File: config.mk
export PLATFORM = sky130hd
export DESIGN_NAME = fetch_stage
export DESIGN_NICKNAME = d
export VERILOG_FILES = /design/src/rtl/mips_pkg.sv /design/src/rtl/fetch_stage.sv
export VERILOG_INCLUDE_DIRS = /design/src /design/src/rtl
export SDC_FILE = /design/constraint.sdc
export NUM_CORES = 2
export LEC_CHECK = 0
export BUFFER_PORTS_ARGS = -buffer_cell sky130_fd_sc_hd__buf_2
export CORE_MARGIN = 4
export CORE_UTILIZATION = 25
export DETAILED_ROUTE_END_ITERATION = 8
export GPL_TIMING_DRIVEN = 0
export SETUP_SLACK_MARGIN = 0.1
export SYNTH_ARGS = -nofsm -noshare
export SYNTH_HDL_FRONTEND = slang
export SYNTH_SLANG_ARGS = --single-unit
File: constraint.sdc
create_clock -name i_clk -period 4.6 [get_ports i_clk]
set_clock_uncertainty 0.2 [all_clocks]
set_input_delay 0.46 -clock i_clk [delete_from_list [all_inputs] [get_ports i_clk]]
set_output_delay 0.46 -clock i_clk [all_outputs]
set_load 0.1 [all_outputs]
File: src/rtl/mips_consts.svh
`ifndef MIPS_CONSTS_SVH
`define MIPS_CONSTS_SVH

// Datapath widths
`define MIPS_WORD_W      32      // Data and instruction width
`define MIPS_REG_ADDR_W  5       // Register index width
`define MIPS_WORD_BYTES  4       // Bytes per word, PC step

// Register file
`define MIPS_NUM_REGS    32      // Architectural registers, r0 tied to zero

// Memory depths in words
`define MIPS_IMEM_WORDS  64      // Instruction memory depth
`define MIPS_DMEM_WORDS  64      // Data memory depth

// Debug port
`define MIPS_DU_ADDR_W   8       // Debug data-memory byte address width

// Instruction fields
`define MIPS_OP_W        6       // Opcode and function field width
`define MIPS_IMM_W       16      // Immediate field width

// Special encodings
`define MIPS_HALT_OP     6'h3F   // HALT opcode, all ones

`endif

File: src/rtl/mips_pkg.sv
`include "mips_consts.svh"

package mips_pkg;

    typedef logic [`MIPS_WORD_W-1:0] word_t;         // One data word
    typedef logic [`MIPS_REG_ADDR_W-1:0] reg_addr_t; // Register index

    typedef enum logic [`MIPS_OP_W-1:0] {
        OP_RTYPE = 6'h00, OP_ADDI = 6'h08, OP_ANDI = 6'h0C, OP_ORI = 6'h0D,
        OP_LW = 6'h23, OP_SW = 6'h2B, OP_HALT = `MIPS_HALT_OP
    } opcode_e;

    typedef enum logic [`MIPS_OP_W-1:0] {
        FN_ADDU = 6'h21, FN_SUBU = 6'h23, FN_AND = 6'h24,
        FN_OR = 6'h25, FN_XOR = 6'h26, FN_SLT = 6'h2A
    } funct_e;

    typedef enum logic [2:0] {
        ALU_ADD, ALU_SUB, ALU_AND,
        ALU_OR, ALU_XOR, ALU_SLT
    } alu_op_e;

    typedef struct packed {
        logic  valid;     // Low for a bubble
        word_t instr;     // Fetched instruction
    } if_id_t;

    typedef struct packed {
        word_t     rs_val;     // Operand A from register read
        word_t     rt_val;     // Operand B / store data
        reg_addr_t rs;
        reg_addr_t rt;
        reg_addr_t rd;         // Destination, rd or rt by format
        word_t     imm;        // Extended immediate
        logic      alu_src;    // Immediate as operand B
        alu_op_e   alu_op;
        logic      mem_read;
        logic      mem_write;
        logic      reg_write;
        logic      halt;
    } id_ex_t;

    typedef struct packed {
        word_t     alu_result;  // Result or memory address
        word_t     store_data;  // Forwarded rt value for SW
        reg_addr_t rd;
        logic      mem_read;
        logic      mem_write;
        logic      reg_write;
        logic      halt;
    } ex_mem_t;

    typedef struct packed {
        word_t     read_data;   // Load data
        word_t     alu_result;
        reg_addr_t rd;
        logic      mem_to_reg;  // Pick load data for write-back
        logic      reg_write;
        logic      halt;
    } mem_wb_t;

    typedef struct packed {
        logic      we;        // Register write enable
        reg_addr_t addr;
        word_t     data;
    } wb_port_t;

endpackage

File: src/rtl/fetch_stage.sv
`timescale 1ns/1ps
`include "mips_consts.svh"

module fetch_stage import mips_pkg::*; (
    input  logic   i_clk,
    input  logic   i_reset,
    input  logic   i_clk_en,          // Global stall when low
    input  logic   i_du_write_en,     // Debug write strobe
    input  word_t  i_du_inst_addr_wr, // Byte address, word aligned
    input  word_t  i_du_data,
    input  logic   i_fetch_hold,      // Load-use or halt stop from decode
    output if_id_t o_if_id
);
    localparam int OFS_W   = $clog2(`MIPS_WORD_BYTES); // Byte offset bits
    localparam int IMEM_AW = $clog2(`MIPS_IMEM_WORDS); // Word index bits

    word_t imem [`MIPS_IMEM_WORDS]; // Program storage
    word_t pc;                      // Byte address of next fetch
    word_t fetched;                 // Async read at PC

    assign fetched = imem[pc[OFS_W +: IMEM_AW]];

    // Debug loader, allowed in any cycle
    always_ff @(posedge i_clk) begin
        if (i_du_write_en) begin
            imem[i_du_inst_addr_wr[OFS_W +: IMEM_AW]] <= i_du_data;
        end
    end

    // PC and IF/ID register
    always_ff @(posedge i_clk) begin
        if (i_reset) begin
            pc      <= '0;        // Start of program
            o_if_id <= '0;        // Bubble
        end else if (i_clk_en && !i_fetch_hold) begin
            pc            <= pc + `MIPS_WORD_BYTES; // Next word
            o_if_id.valid <= 1'b1;
            o_if_id.instr <= fetched;
        end
        // Held: PC and IF/ID keep the stalled instruction
    end

endmodule

==> results.ini <==
[die]
rows=207
dieArea_sq_um=329000
boundaryPins=102
initial_core_util=0.251
die_h_um=574
die_w_um=574
fp.coreArea_sq_um=318000

[power]
p_clk_frac=0.415
swShare=0.216
p_leak_nw=27.9
combPwrFrac=0.050
intPower_mw=30.9
p_seq_frac=0.535
p_per_area_nw_per_um2=418
power.switching_mw=8.53
power.total_mw=39.4
ir_drop_mv=0.395

[detailed_routing]
highest_layer=met5
vias_per_cell=4.94
drt-total-wl_um=251000
ant_nets=0
wl_met2_um=114000
drc_errors=0
wl_per_cell_um=29.8
met1_length_um=96700
drt_first_pass_iters=6
met3_length_um=27500
drtIter0Drc=6233
vias=41662

[clocking]
hold_buffers=0
cts_made_buffers=209
cts_tree=done
root_buffer=clkbuf_16
clk_path_buf_depth=3
insertion_delay_ns=0.85
clk_pin_slew_ns=0.06
cts.sinks=2087
cts-htree-levels=4

[worst_setup_path]
critPathMaxStageDelay_ns=1.07
cp_slowest_cell=buf_1
crit_top_cell=buf_2
path_buf_inv=4
cp-start-kind=flip-flop
cp_data_required_time_ns=5.08
cpLargestDelayFamily=buffers and inverters
arrival_ns=4.99
path_class=flip-flop to flip-flop
critPathCaptureType=flip-flop
cp_cell_sequence=buf_2 -> buf_2 -> buf_1 -> clkbuf_1 -> a211oi_1 -> o211ai_1 -> o311ai_1
crit_fanout=10

[synth]
yosysSeqAreaShare=0.779
synth_adder_area_share=0.000156
yosysWarnings=0
syn_inst=3705
syn_nets=3775
async_flop_share=0
synth-xor-area-share=0.000548
syn-mean-instance-area_sq_um=21.6
synth_mux_area_frac=0.153
synthFlopType=edfxtp_1
synth_edf_count=2048
synth_simple_gate_area_share=0.0216
syn-cell-area_sq_um=80000
synth_seq_cells=2087
synth_top_family_by_area=multiplexers
synth-compound-area-share=0.0305
synth_cell_types=54

[global_route]
gr-usage-all-layers=0.148
grt-ovfl-total=0
antenna_found_initial=45
grt_pass1_vias=41148
grt_max_degree=65
grt_first_pass_wirelength_um=342000

[finish]
nNetsFinal=4136
finalNonFillerCells=8429
mostFrequentLayoutCell=edfxtp_1
post-route-util=0.296
layout_common_cells=edfxtp_1 (2048), mux4_2 (410), clkbuf_16 (211)
drive_gt1_frac=0.263
area_growth_pct=17.9
design_area_sq_um=94200
fill_cells=30539

[sta]
setup_viol=0
tightest_slew_ns=1.47
hold_violations=0
period_share=0.980
period_needed_ns=4.51
drv_slew=0
rsz0062_at_grt=no
fmax_ghz=0.222
slew_headroom=0.0217
setup_tns_ns=0

[placement]
io_buffers=70
post-place-cells=8036
gp_congestion=0.900
post_dp_cell_area_sq_um=87700
hpwl_um=168000

[run]
maxCapViolCount=0

[status]
status=complete, no violations

[hold_path]
hold_path.class=primary input to flip-flop

-- cell usage after synthesis (2+ instances only) --
master | count | area share
buf_2 | 69 | 0.0043
a2111oi_0 | 11 | 0.0012
o211ai_1 | 21 | 0.0020
a31oi_1 | 9 | 0.00070
o221ai_1 | 13 | 0.0014
nor2b_1 | 46 | 0.0036
o311ai_0 | 7 | 0.00077
edfxtp_1 | 2048 | 0.77
buf_6 | 19 | 0.0027
a21oi_1 | 13 | 0.00081
a311o_1 | 6 | 0.00075
mux2i_1 | 205 | 0.026
clkbuf_1 | 73 | 0.0034
a221oi_1 | 8 | 0.00088
nand3_1 | 45 | 0.0028
and2_1 | 5 | 0.00039
xnor2_1 | 2 | 0.00022
nor4_1 | 13 | 0.0010
dfxtp_1 | 39 | 0.0098
a211oi_1 | 48 | 0.0045
nor2_1 | 116 | 0.0054
a211o_1 | 20 | 0.0022
a22oi_1 | 41 | 0.0038
o22ai_1 | 77 | 0.0060
and3_1 | 5 | 0.00039
mux2_2 | 87 | 0.012
nand2b_1 | 29 | 0.0023
buf_12 | 4 | 0.0010
or2_2 | 3 | 0.00023
o22a_1 | 3 | 0.00033
xor2_1 | 3 | 0.00033
o21ai_1 | 7 | 0.00044
buf_1 | 24 | 0.0011
buf_4 | 23 | 0.0022
mux4_2 | 410 | 0.12
o21ai_0 | 24 | 0.0015
nand3b_1 | 4 | 0.00038
nor3_1 | 15 | 0.00094
o311ai_1 | 11 | 0.0012
nand2_1 | 73 | 0.0034
a221o_1 | 11 | 0.0014
nand4_1 | 3 | 0.00023
-- per-stage QoR --
stage	worst slack, ns	hold WS [ns]
floorplan	0.749	0.359
global placement	-3.08	0.255
detailed placement	0.189	0.247
CTS	0.188	0.0400
global route	0.101	0.0278
finish	0.0902	0.0275
-- timing repair --
action | in CTS | in global routing
buffers inserted | 0 | 0
endpoints found under the setup margin | 0 | 3
gates resized for setup | 0 | 3
-- routing by layer --
layer,vias to the layer above,GRT usage
met5,-,0
met4,28,0.0637
met3,573,0.0414
met2,2553,0.229
met1,22168,0.195
li1,16340,-
-- worst paths after layout --
check,cells past startpoint,startpoint,end,slack (ns)
setup / recovery,7,pc[5],o_if_id[21],0.09
hold / removal,1,i_du_data[21],imem[31][21],0.03
setup reg to reg,7,pc[5],o_if_id[21],0.09
hold reg to reg,2,o_if_id[11],o_if_id[11],0.26
-- flip-flops by register name (all words and copies together), names as in the netlist --
name,cells
imem,2048
o_if_id,33
pc,6
-- cells by family after synthesis --
group / Yosys count
DFF: 2087
muxes: 702
and+or+nand+nor: 362
AOI/OAI and AO/OA: 335
buffers and inverters: 213
xor gates and xnor gates: 5
adders and majority gates: 1
-- final cells by class --
cell class                      count  area [sq um]  share of cell area
Antenna cell                        8          20.0            0.000212
Buffer                            211          1180              0.0125
Clock buffer                      286          5670              0.0602
Clock inverter                    100           838             0.00890
Inverter                            1          3.75           0.0000398
Multi-Input combinational cell   1405         17000               0.180
Sequential cell                  2087         62300               0.661
Tap cell                         4180          5230              0.0555
Timing Repair Buffer              151          2050              0.0217
-- power by group through the flow --
stage / Sequential (mW) / Combinational, mW / Clock [mW]
2_1_floorplan: 21.6 / 0.931 / 0
3_3_place_gp: 21.5 / 1.87 / 0
3_5_place_dp: 21.5 / 1.95 / 0
4_1_cts: 21.1 / 1.96 / 16.5
5_1_grt: 21.1 / 2.04 / 17.4
6_report: 21.1 / 1.96 / 16.4
-- worst register-to-register path, stage by stage (launching register included) --
cell and delay (ns):
dfxtp_1 0.70, buf_2 0.47, buf_2 0.57, buf_1 1.08, clkbuf_1 0.73, a211oi_1 0.21
o211ai_1 0.25, o311ai_1 0.13
Power figures use the tool's default switching activity.
