### config.mk
export PLATFORM = sky130hd
export DESIGN_NAME = decode_stage
export DESIGN_NICKNAME = d
export VERILOG_FILES = /design/src/rtl/mips_pkg.sv /design/src/rtl/decode_stage.sv
export VERILOG_INCLUDE_DIRS = /design/src /design/src/rtl
export SDC_FILE = /design/constraint.sdc
export NUM_CORES = 2
export LEC_CHECK = 0
export BUFFER_PORTS_ARGS = -buffer_cell sky130_fd_sc_hd__buf_2
export CORE_ASPECT_RATIO = 1.75
export CORE_MARGIN = 3
export CORE_UTILIZATION = 45
export DETAILED_ROUTE_END_ITERATION = 8
export HOLD_SLACK_MARGIN = 0.06
export PLACE_DENSITY_LB_ADDON = 0.08
export SLEW_MARGIN = 30
export SYNTH_ARGS = -nofsm -noshare
export SYNTH_HDL_FRONTEND = slang
export SYNTH_SLANG_ARGS = --single-unit
### constraint.sdc
create_clock -name i_clk -period 2.4 [get_ports i_clk]
set_input_delay 0.12 -clock i_clk [delete_from_list [all_inputs] [get_ports i_clk]]
set_output_delay 0.12 -clock i_clk [all_outputs]
set_load 0.1 [all_outputs]
### src/rtl/mips_consts.svh
`ifndef MIPS_CONSTS_SVH
`define MIPS_CONSTS_SVH

// Datapath widths
`define MIPS_WORD_W      32      // Data and instruction width
`define MIPS_REG_ADDR_W  5       // Register index width
`define MIPS_WORD_BYTES  4       // Bytes per word, PC step

// Register file
`define MIPS_NUM_REGS    32      // Architectural registers, r0 tied to zero

// Memory depths in words
`define MIPS_IMEM_WORDS  64      // Instruction memory depth
`define MIPS_DMEM_WORDS  64      // Data memory depth

// Debug port
`define MIPS_DU_ADDR_W   8       // Debug data-memory byte address width

// Instruction fields
`define MIPS_OP_W        6       // Opcode and function field width
`define MIPS_IMM_W       16      // Immediate field width

// Special encodings
`define MIPS_HALT_OP     6'h3F   // HALT opcode, all ones

`endif

### src/rtl/mips_pkg.sv
`include "mips_consts.svh"

package mips_pkg;

    typedef logic [`MIPS_WORD_W-1:0] word_t;         // One data word
    typedef logic [`MIPS_REG_ADDR_W-1:0] reg_addr_t; // Register index

    typedef enum logic [`MIPS_OP_W-1:0] {
        OP_RTYPE = 6'h00, OP_ADDI = 6'h08, OP_ANDI = 6'h0C, OP_ORI = 6'h0D,
        OP_LW = 6'h23, OP_SW = 6'h2B, OP_HALT = `MIPS_HALT_OP
    } opcode_e;

    typedef enum logic [`MIPS_OP_W-1:0] {
        FN_ADDU = 6'h21, FN_SUBU = 6'h23, FN_AND = 6'h24,
        FN_OR = 6'h25, FN_XOR = 6'h26, FN_SLT = 6'h2A
    } funct_e;

    typedef enum logic [2:0] {
        ALU_ADD, ALU_SUB, ALU_AND,
        ALU_OR, ALU_XOR, ALU_SLT
    } alu_op_e;

    typedef struct packed {
        logic  valid;     // Low for a bubble
        word_t instr;     // Fetched instruction
    } if_id_t;

    typedef struct packed {
        word_t     rs_val;     // Operand A from register read
        word_t     rt_val;     // Operand B / store data
        reg_addr_t rs;
        reg_addr_t rt;
        reg_addr_t rd;         // Destination, rd or rt by format
        word_t     imm;        // Extended immediate
        logic      alu_src;    // Immediate as operand B
        alu_op_e   alu_op;
        logic      mem_read;
        logic      mem_write;
        logic      reg_write;
        logic      halt;
    } id_ex_t;

    typedef struct packed {
        word_t     alu_result;  // Result or memory address
        word_t     store_data;  // Forwarded rt value for SW
        reg_addr_t rd;
        logic      mem_read;
        logic      mem_write;
        logic      reg_write;
        logic      halt;
    } ex_mem_t;

    typedef struct packed {
        word_t     read_data;   // Load data
        word_t     alu_result;
        reg_addr_t rd;
        logic      mem_to_reg;  // Pick load data for write-back
        logic      reg_write;
        logic      halt;
    } mem_wb_t;

    typedef struct packed {
        logic      we;        // Register write enable
        reg_addr_t addr;
        word_t     data;
    } wb_port_t;

endpackage

### src/rtl/decode_stage.sv
`timescale 1ns/1ps
`include "mips_consts.svh"

module decode_stage import mips_pkg::*; (
    input  logic      i_clk,
    input  logic      i_reset,
    input  logic      i_clk_en,
    input  if_id_t    i_if_id,
    input  ex_mem_t   i_ex_mem,      // EX/MEM for early operand bypass
    input  wb_port_t  i_wb,          // Register write from MEM/WB
    input  reg_addr_t i_du_reg_addr, // Debug register select
    output id_ex_t    o_id_ex,
    output logic      o_fetch_hold,  // Hold PC and IF/ID
    output word_t     o_du_reg_data
);
    word_t                 regs [`MIPS_NUM_REGS]; // Register file
    logic [`MIPS_OP_W-1:0]  opcode;
    logic [`MIPS_OP_W-1:0]  funct;
    logic [`MIPS_IMM_W-1:0] imm;
    reg_addr_t             rs, rt, rd;
    word_t                 imm_sext, imm_zext;
    word_t                 rs_val, rt_val;
    id_ex_t                id_next;    // Decoded instruction
    logic                  load_use;   // Load in ID/EX feeds this instruction
    logic                  halt_stop;  // Sticky once HALT issues
    logic                  issue;      // Instruction moves into ID/EX

    // Register read with bypass from the newest producer
    function automatic word_t read_reg(reg_addr_t addr);
        word_t val;
        if (addr == '0) begin
            val = '0;                                    // r0 always zero
        end else if (i_ex_mem.reg_write && !i_ex_mem.mem_read &&
                     i_ex_mem.rd == addr) begin
            val = i_ex_mem.alu_result;                   // ALU result two ahead
        end else if (i_wb.we && i_wb.addr == addr) begin
            val = i_wb.data;                             // Same-cycle write
        end else begin
            val = regs[addr];
        end
        return val;
    endfunction

    assign opcode   = i_if_id.instr[31:26];
    assign rs       = i_if_id.instr[25:21];
    assign rt       = i_if_id.instr[20:16];
    assign rd       = i_if_id.instr[15:11];
    assign funct    = i_if_id.instr[5:0];
    assign imm      = i_if_id.instr[15:0];
    assign imm_sext = {{(`MIPS_WORD_W-`MIPS_IMM_W){imm[`MIPS_IMM_W-1]}}, imm};
    assign imm_zext = {{(`MIPS_WORD_W-`MIPS_IMM_W){1'b0}}, imm};

    always_comb begin
        rs_val = read_reg(rs);
        rt_val = read_reg(rt);
    end

    // Control decode
    always_comb begin
        id_next        = '0;       // Unknown opcode acts as NOP
        id_next.rs_val = rs_val;
        id_next.rt_val = rt_val;
        id_next.rs     = rs;
        id_next.rt     = rt;
        id_next.imm    = imm_sext;
        case (opcode)
            OP_RTYPE: begin
                id_next.rd        = rd;
                id_next.reg_write = 1'b1;
                case (funct)
                    FN_ADDU: id_next.alu_op = ALU_ADD;
                    FN_SUBU: id_next.alu_op = ALU_SUB;
                    FN_AND:  id_next.alu_op = ALU_AND;
                    FN_OR:   id_next.alu_op = ALU_OR;
                    FN_XOR:  id_next.alu_op = ALU_XOR;
                    FN_SLT:  id_next.alu_op = ALU_SLT;
                    default: id_next.reg_write = 1'b0; // Unsupported funct
                endcase
            end
            OP_ADDI: begin
                id_next.rd        = rt;                  // I-type writes rt
                id_next.alu_src   = 1'b1;
                id_next.alu_op    = ALU_ADD;
                id_next.reg_write = 1'b1;
            end
            OP_ANDI: begin
                id_next.rd        = rt;
                id_next.alu_src   = 1'b1;
                id_next.alu_op    = ALU_AND;
                id_next.reg_write = 1'b1;
                id_next.imm       = imm_zext;            // Logical ops zero-extend
            end
            OP_ORI: begin
                id_next.rd        = rt;
                id_next.alu_src   = 1'b1;
                id_next.alu_op    = ALU_OR;
                id_next.reg_write = 1'b1;
                id_next.imm       = imm_zext;
            end
            OP_LW: begin
                id_next.rd        = rt;
                id_next.alu_src   = 1'b1;
                id_next.mem_read  = 1'b1;
                id_next.reg_write = 1'b1;
            end
            OP_SW: begin
                id_next.alu_src   = 1'b1;                // Address = base + offset
                id_next.mem_write = 1'b1;
            end
            OP_HALT: id_next.halt = 1'b1;
            default: ;
        endcase
    end

    // Hazards
    assign load_use = i_if_id.valid && o_id_ex.mem_read && o_id_ex.rd != '0 &&
                      (o_id_ex.rd == rs || o_id_ex.rd == rt);
    assign issue        = i_if_id.valid && !load_use && !halt_stop;
    assign o_fetch_hold = load_use || halt_stop;

    always_ff @(posedge i_clk) begin
        if (i_reset) begin
            for (int i = 0; i < `MIPS_NUM_REGS; i++) begin
                regs[i] <= '0;
            end
        end else if (i_clk_en && i_wb.we && i_wb.addr != '0) begin
            regs[i_wb.addr] <= i_wb.data;       // r0 never written
        end
    end

    // ID/EX register and halt stop
    always_ff @(posedge i_clk) begin
        if (i_reset) begin
            o_id_ex   <= '0;
            halt_stop <= 1'b0;
        end else if (i_clk_en) begin
            o_id_ex <= issue ? id_next : '0;     // Bubble on stall or stop
            if (issue && id_next.halt) begin
                halt_stop <= 1'b1;               // Nothing behind HALT issues
            end
        end
    end

    assign o_du_reg_data = regs[i_du_reg_addr];

endmodule

==> results.yml <==
timing:
  slew_viol_final: 0
  finalClockSkew_ns: 0.0255
  fin_crit_sh_pct: 124
  rsz0062_at_grt: "yes"
  tightest_slew_ns: 0.930
  setup_viol_count_final: 32
  timing.final.crit_period_ns: 2.97
  finalHoldViolations: 0
  finalWorstSetupSlack_ns: -0.574
  fmax_mhz: 336
  slew_headroom_pct: 38.0
placed_design:
  globalplace.congestion: 0.981
  portBuffers: 269
  placedCellCount: 6868
  dp_hpwl_um: 195000
cells_and_area:
  syn_to_final_growth_pct: 20.6
  fin_nets: 5320
  final_util_pct: 54.8
  drive_above_1_share_pct: 37.1
  stdcell_count: 7267
synth:
  ys_seq_area_share_pct: 48.6
  synth-seq-cells: 1129
  syn_inst: 4612
  yosysWarnings: 0
  synth_edf_count: 1024
  synth_cell_types: 61
  synth_ff_type: "edfxtp_1"
  syn_area_per_cell_um2: 14.7
  syn-cell-area_um2: 67600
  ys_async_sr_fraction_pct: 0
setup_path:
  worstPathMaxFanout: 2
  worstSetupEndpointType: "primary output"
  reg2reg_slack_ns: 0.03
  required_ns: 2.28
  timing_worst_setup_path_type: "register to primary output"
  cp.arrival_ns: 2.85
  start_kind: "register"
pwr:
  p_clk_share_pct: 34.8
  switchingPower_mw: 15.2
  power_frac_seq_pct: 44.4
  power_density_nw_per_um2: 643
  p_comb_share_pct: 20.8
  p_int_mw: 37.2
  ir_drop_mv: 0.569
  leakagePower_nw: 29.3
  swShare_pct: 29.0
job:
  cap_viol_max_count: 0
floorplanning:
  rows: 187
  die_w_um: 299
  io_pins: 304
  die_h_um: 519
  start_util_pct: 45.5
  core_area_um2: 149000
  die-area_um2: 155000
min_path:
  hold_class: "input pin to register"
clocking:
  cts_tree: "built"
  clockRootBuffer: "clkbuf_16"
  htree_levels: 3
  clk_pin_slew_ns: 0.06
  cts_buffers: 113
  cts_buffer_depth: 3
  clk_latency_ns: 0.75
  cts_sinks: 1129
drt:
  first_pass_iters: 5
  wl_per_cell_um: 40.3
  viasPerCell: 6.80
  drc_errors: 0
  ant_nets: 0
  num_vias: 49395
  dr.first_iter.drc_count: 6922
  wirelength_um: 293000
outcome:
  violations: "setup timing"
  status: "finished with violations"
grt:
  grt_antenna_before_repair: 32
  grt_pass1_vias: 50055
  globalRouteOverflowTotal: 0
  grt_usage_pct: 37.5
  grt_max_degree: 47
  grt_pass1_wl_um: 401000
## registers in the layout, indices dropped and copies added (netlist names)
signal and count:
o_id_ex 104, regs 1024, halt_stop 1
## power groups by stage
stage	registers (mW)	logic, mW	clock network (mW)
after CTS	23.2	10.7	18.4
final	23.3	10.9	18.2
after floorplan	23.9	5.71	0
after detailed placement	23.7	10.2	0
after global routing	23.4	11.1	19.1
after global placement	23.6	10.1	0
## kinds of logic (layout without fill, tap and decap cells)
logic type	Yosys count	after routing	share of synthesized area [%]
flip-flops	1129	1129	48.6
XOR/XNOR	32	32	0.414
other	1	51	0.00554
buffers and inverters	539	1160	3.53
multiplexers	1066	1066	30.3
AND/OR/NAND/NOR	1359	1359	12.0
AO/OA/AOI/OAI	486	486	5.19
## synthesized netlist by cell type (42+ instances only)
cell type / n / area share [%]
mux4_2: 783 / 26
a211oi_1: 42 / 0.47
edfxtp_1: 1024 / 45
a21oi_1: 80 / 0.59
nor2_1: 97 / 0.54
a22oi_1: 157 / 1.7
buf_2: 127 / 0.94
a32o_1: 48 / 0.71
mux2i_1: 239 / 3.5
dfxtp_1: 105 / 3.1
mux2_2: 44 / 0.73
and2_1: 996 / 9.2
nand2_1: 79 / 0.44
clkbuf_1: 344 / 1.9
## layout make-up
| type | instances | area, um2 |
|---|---|---|
| antenna | 19 | 47.5 |
| clock buffer | 150 | 3170 |
| sequential | 1129 | 32900 |
| multi-input combinational | 2975 | 33100 |
| fill | 12157 | 67200 |
| clock inverter | 61 | 524 |
| inverter | 8 | 30.0 |
| timing repair buffer | 941 | 9350 |
| tap | 1984 | 2480 |
## path summary, 6_finish.rpt
check,cells after the start,start,to
max reg2reg,7,o_id_ex[44],o_id_ex[70]
min reg2reg,2,o_id_ex[90],o_id_ex[90]
max,4,regs[15][16],o_du_reg_data[16]
min,3,i_wb[6],o_id_ex[93]
## cells in the final DEF (no fill, tap or decap), types with 19 or more instances in the layout
master,netlist,routed
edfxtp_1,1024,1024
and2_1,996,995
mux4_2,783,783
buf_4,28,418
mux2i_1,239,237
buf_2,127,223
buf_12,0,206
a22oi_1,157,157
clkbuf_16,0,119
dfxtp_1,105,100
dlygate4sd3_1,0,86
nand2_1,79,79
a21oi_1,80,77
nor2_1,97,64
a32o_1,48,48
a211oi_1,42,39
or3_1,37,36
nand2b_1,35,34
nor2_4,0,33
or2_2,33,33
mux2_4,0,32
o211ai_1,32,32
conb_1,1,32
o22ai_1,27,27
o21ai_1,27,27
xnor2_1,26,26
nor3_1,23,23
clkbuf_1,344,23
clkinv_1,0,20
diode_2,0,19
## critical path, stage by stage, from the launching register on
cell and delay [ns]:
edfxtp_1 0.46, mux4_2 0.50, mux4_2 0.56, mux2_4 0.38
buf_12 0.20
## metrics by stage
| stage | setup TNS (ns) | cell area, um2 | total power, mW | hold slack (ns) | worst slack, ns |
|---|---|---|---|---|---|
| after floorplan | 0 | 67900 | 29.6 | 0.256 | 0.0686 |
| after global placement | -11.91 | 75900 | 33.8 | 0.356 | -0.307 |
| after detailed placement | -12.75 | 75900 | 33.9 | 0.361 | -0.282 |
| after CTS | -15.11 | 81300 | 52.4 | 0.0602 | -0.607 |
| after global routing | -14.88 | 81500 | 53.7 | 0.107 | -0.578 |
| final | -13.95 | 81600 | 52.4 | 0.0764 | -0.574 |
## per-layer routing
| metal | wire [um] | part of all wire (%) | global-route usage [%] | up-vias |
|---|---|---|---|---|
| li1 | - | - | - | 19346 |
| met1 | 97700 | 33 | 43.9 | 25490 |
| met2 | 141000 | 48 | 61.4 | 3553 |
| met3 | 29000 | 9.9 | 8.10 | 1002 |
| met4 | 25100 | 8.6 | 26.8 | 4 |
| met5 | 26 | 0.0089 | 0 | - |
## timing repair
| action | CTS | global route |
|---|---|---|
| pin swaps | 1 | 0 |
| resized for setup | 116 | 5 |
| setup endpoints to repair | 65 | 37 |
| endpoints found under the hold margin | 630 | 0 |
| setup buffers | 54 | 29 |
| hold buffers | 86 | 0 |
(Power assumes the default switching activity.)
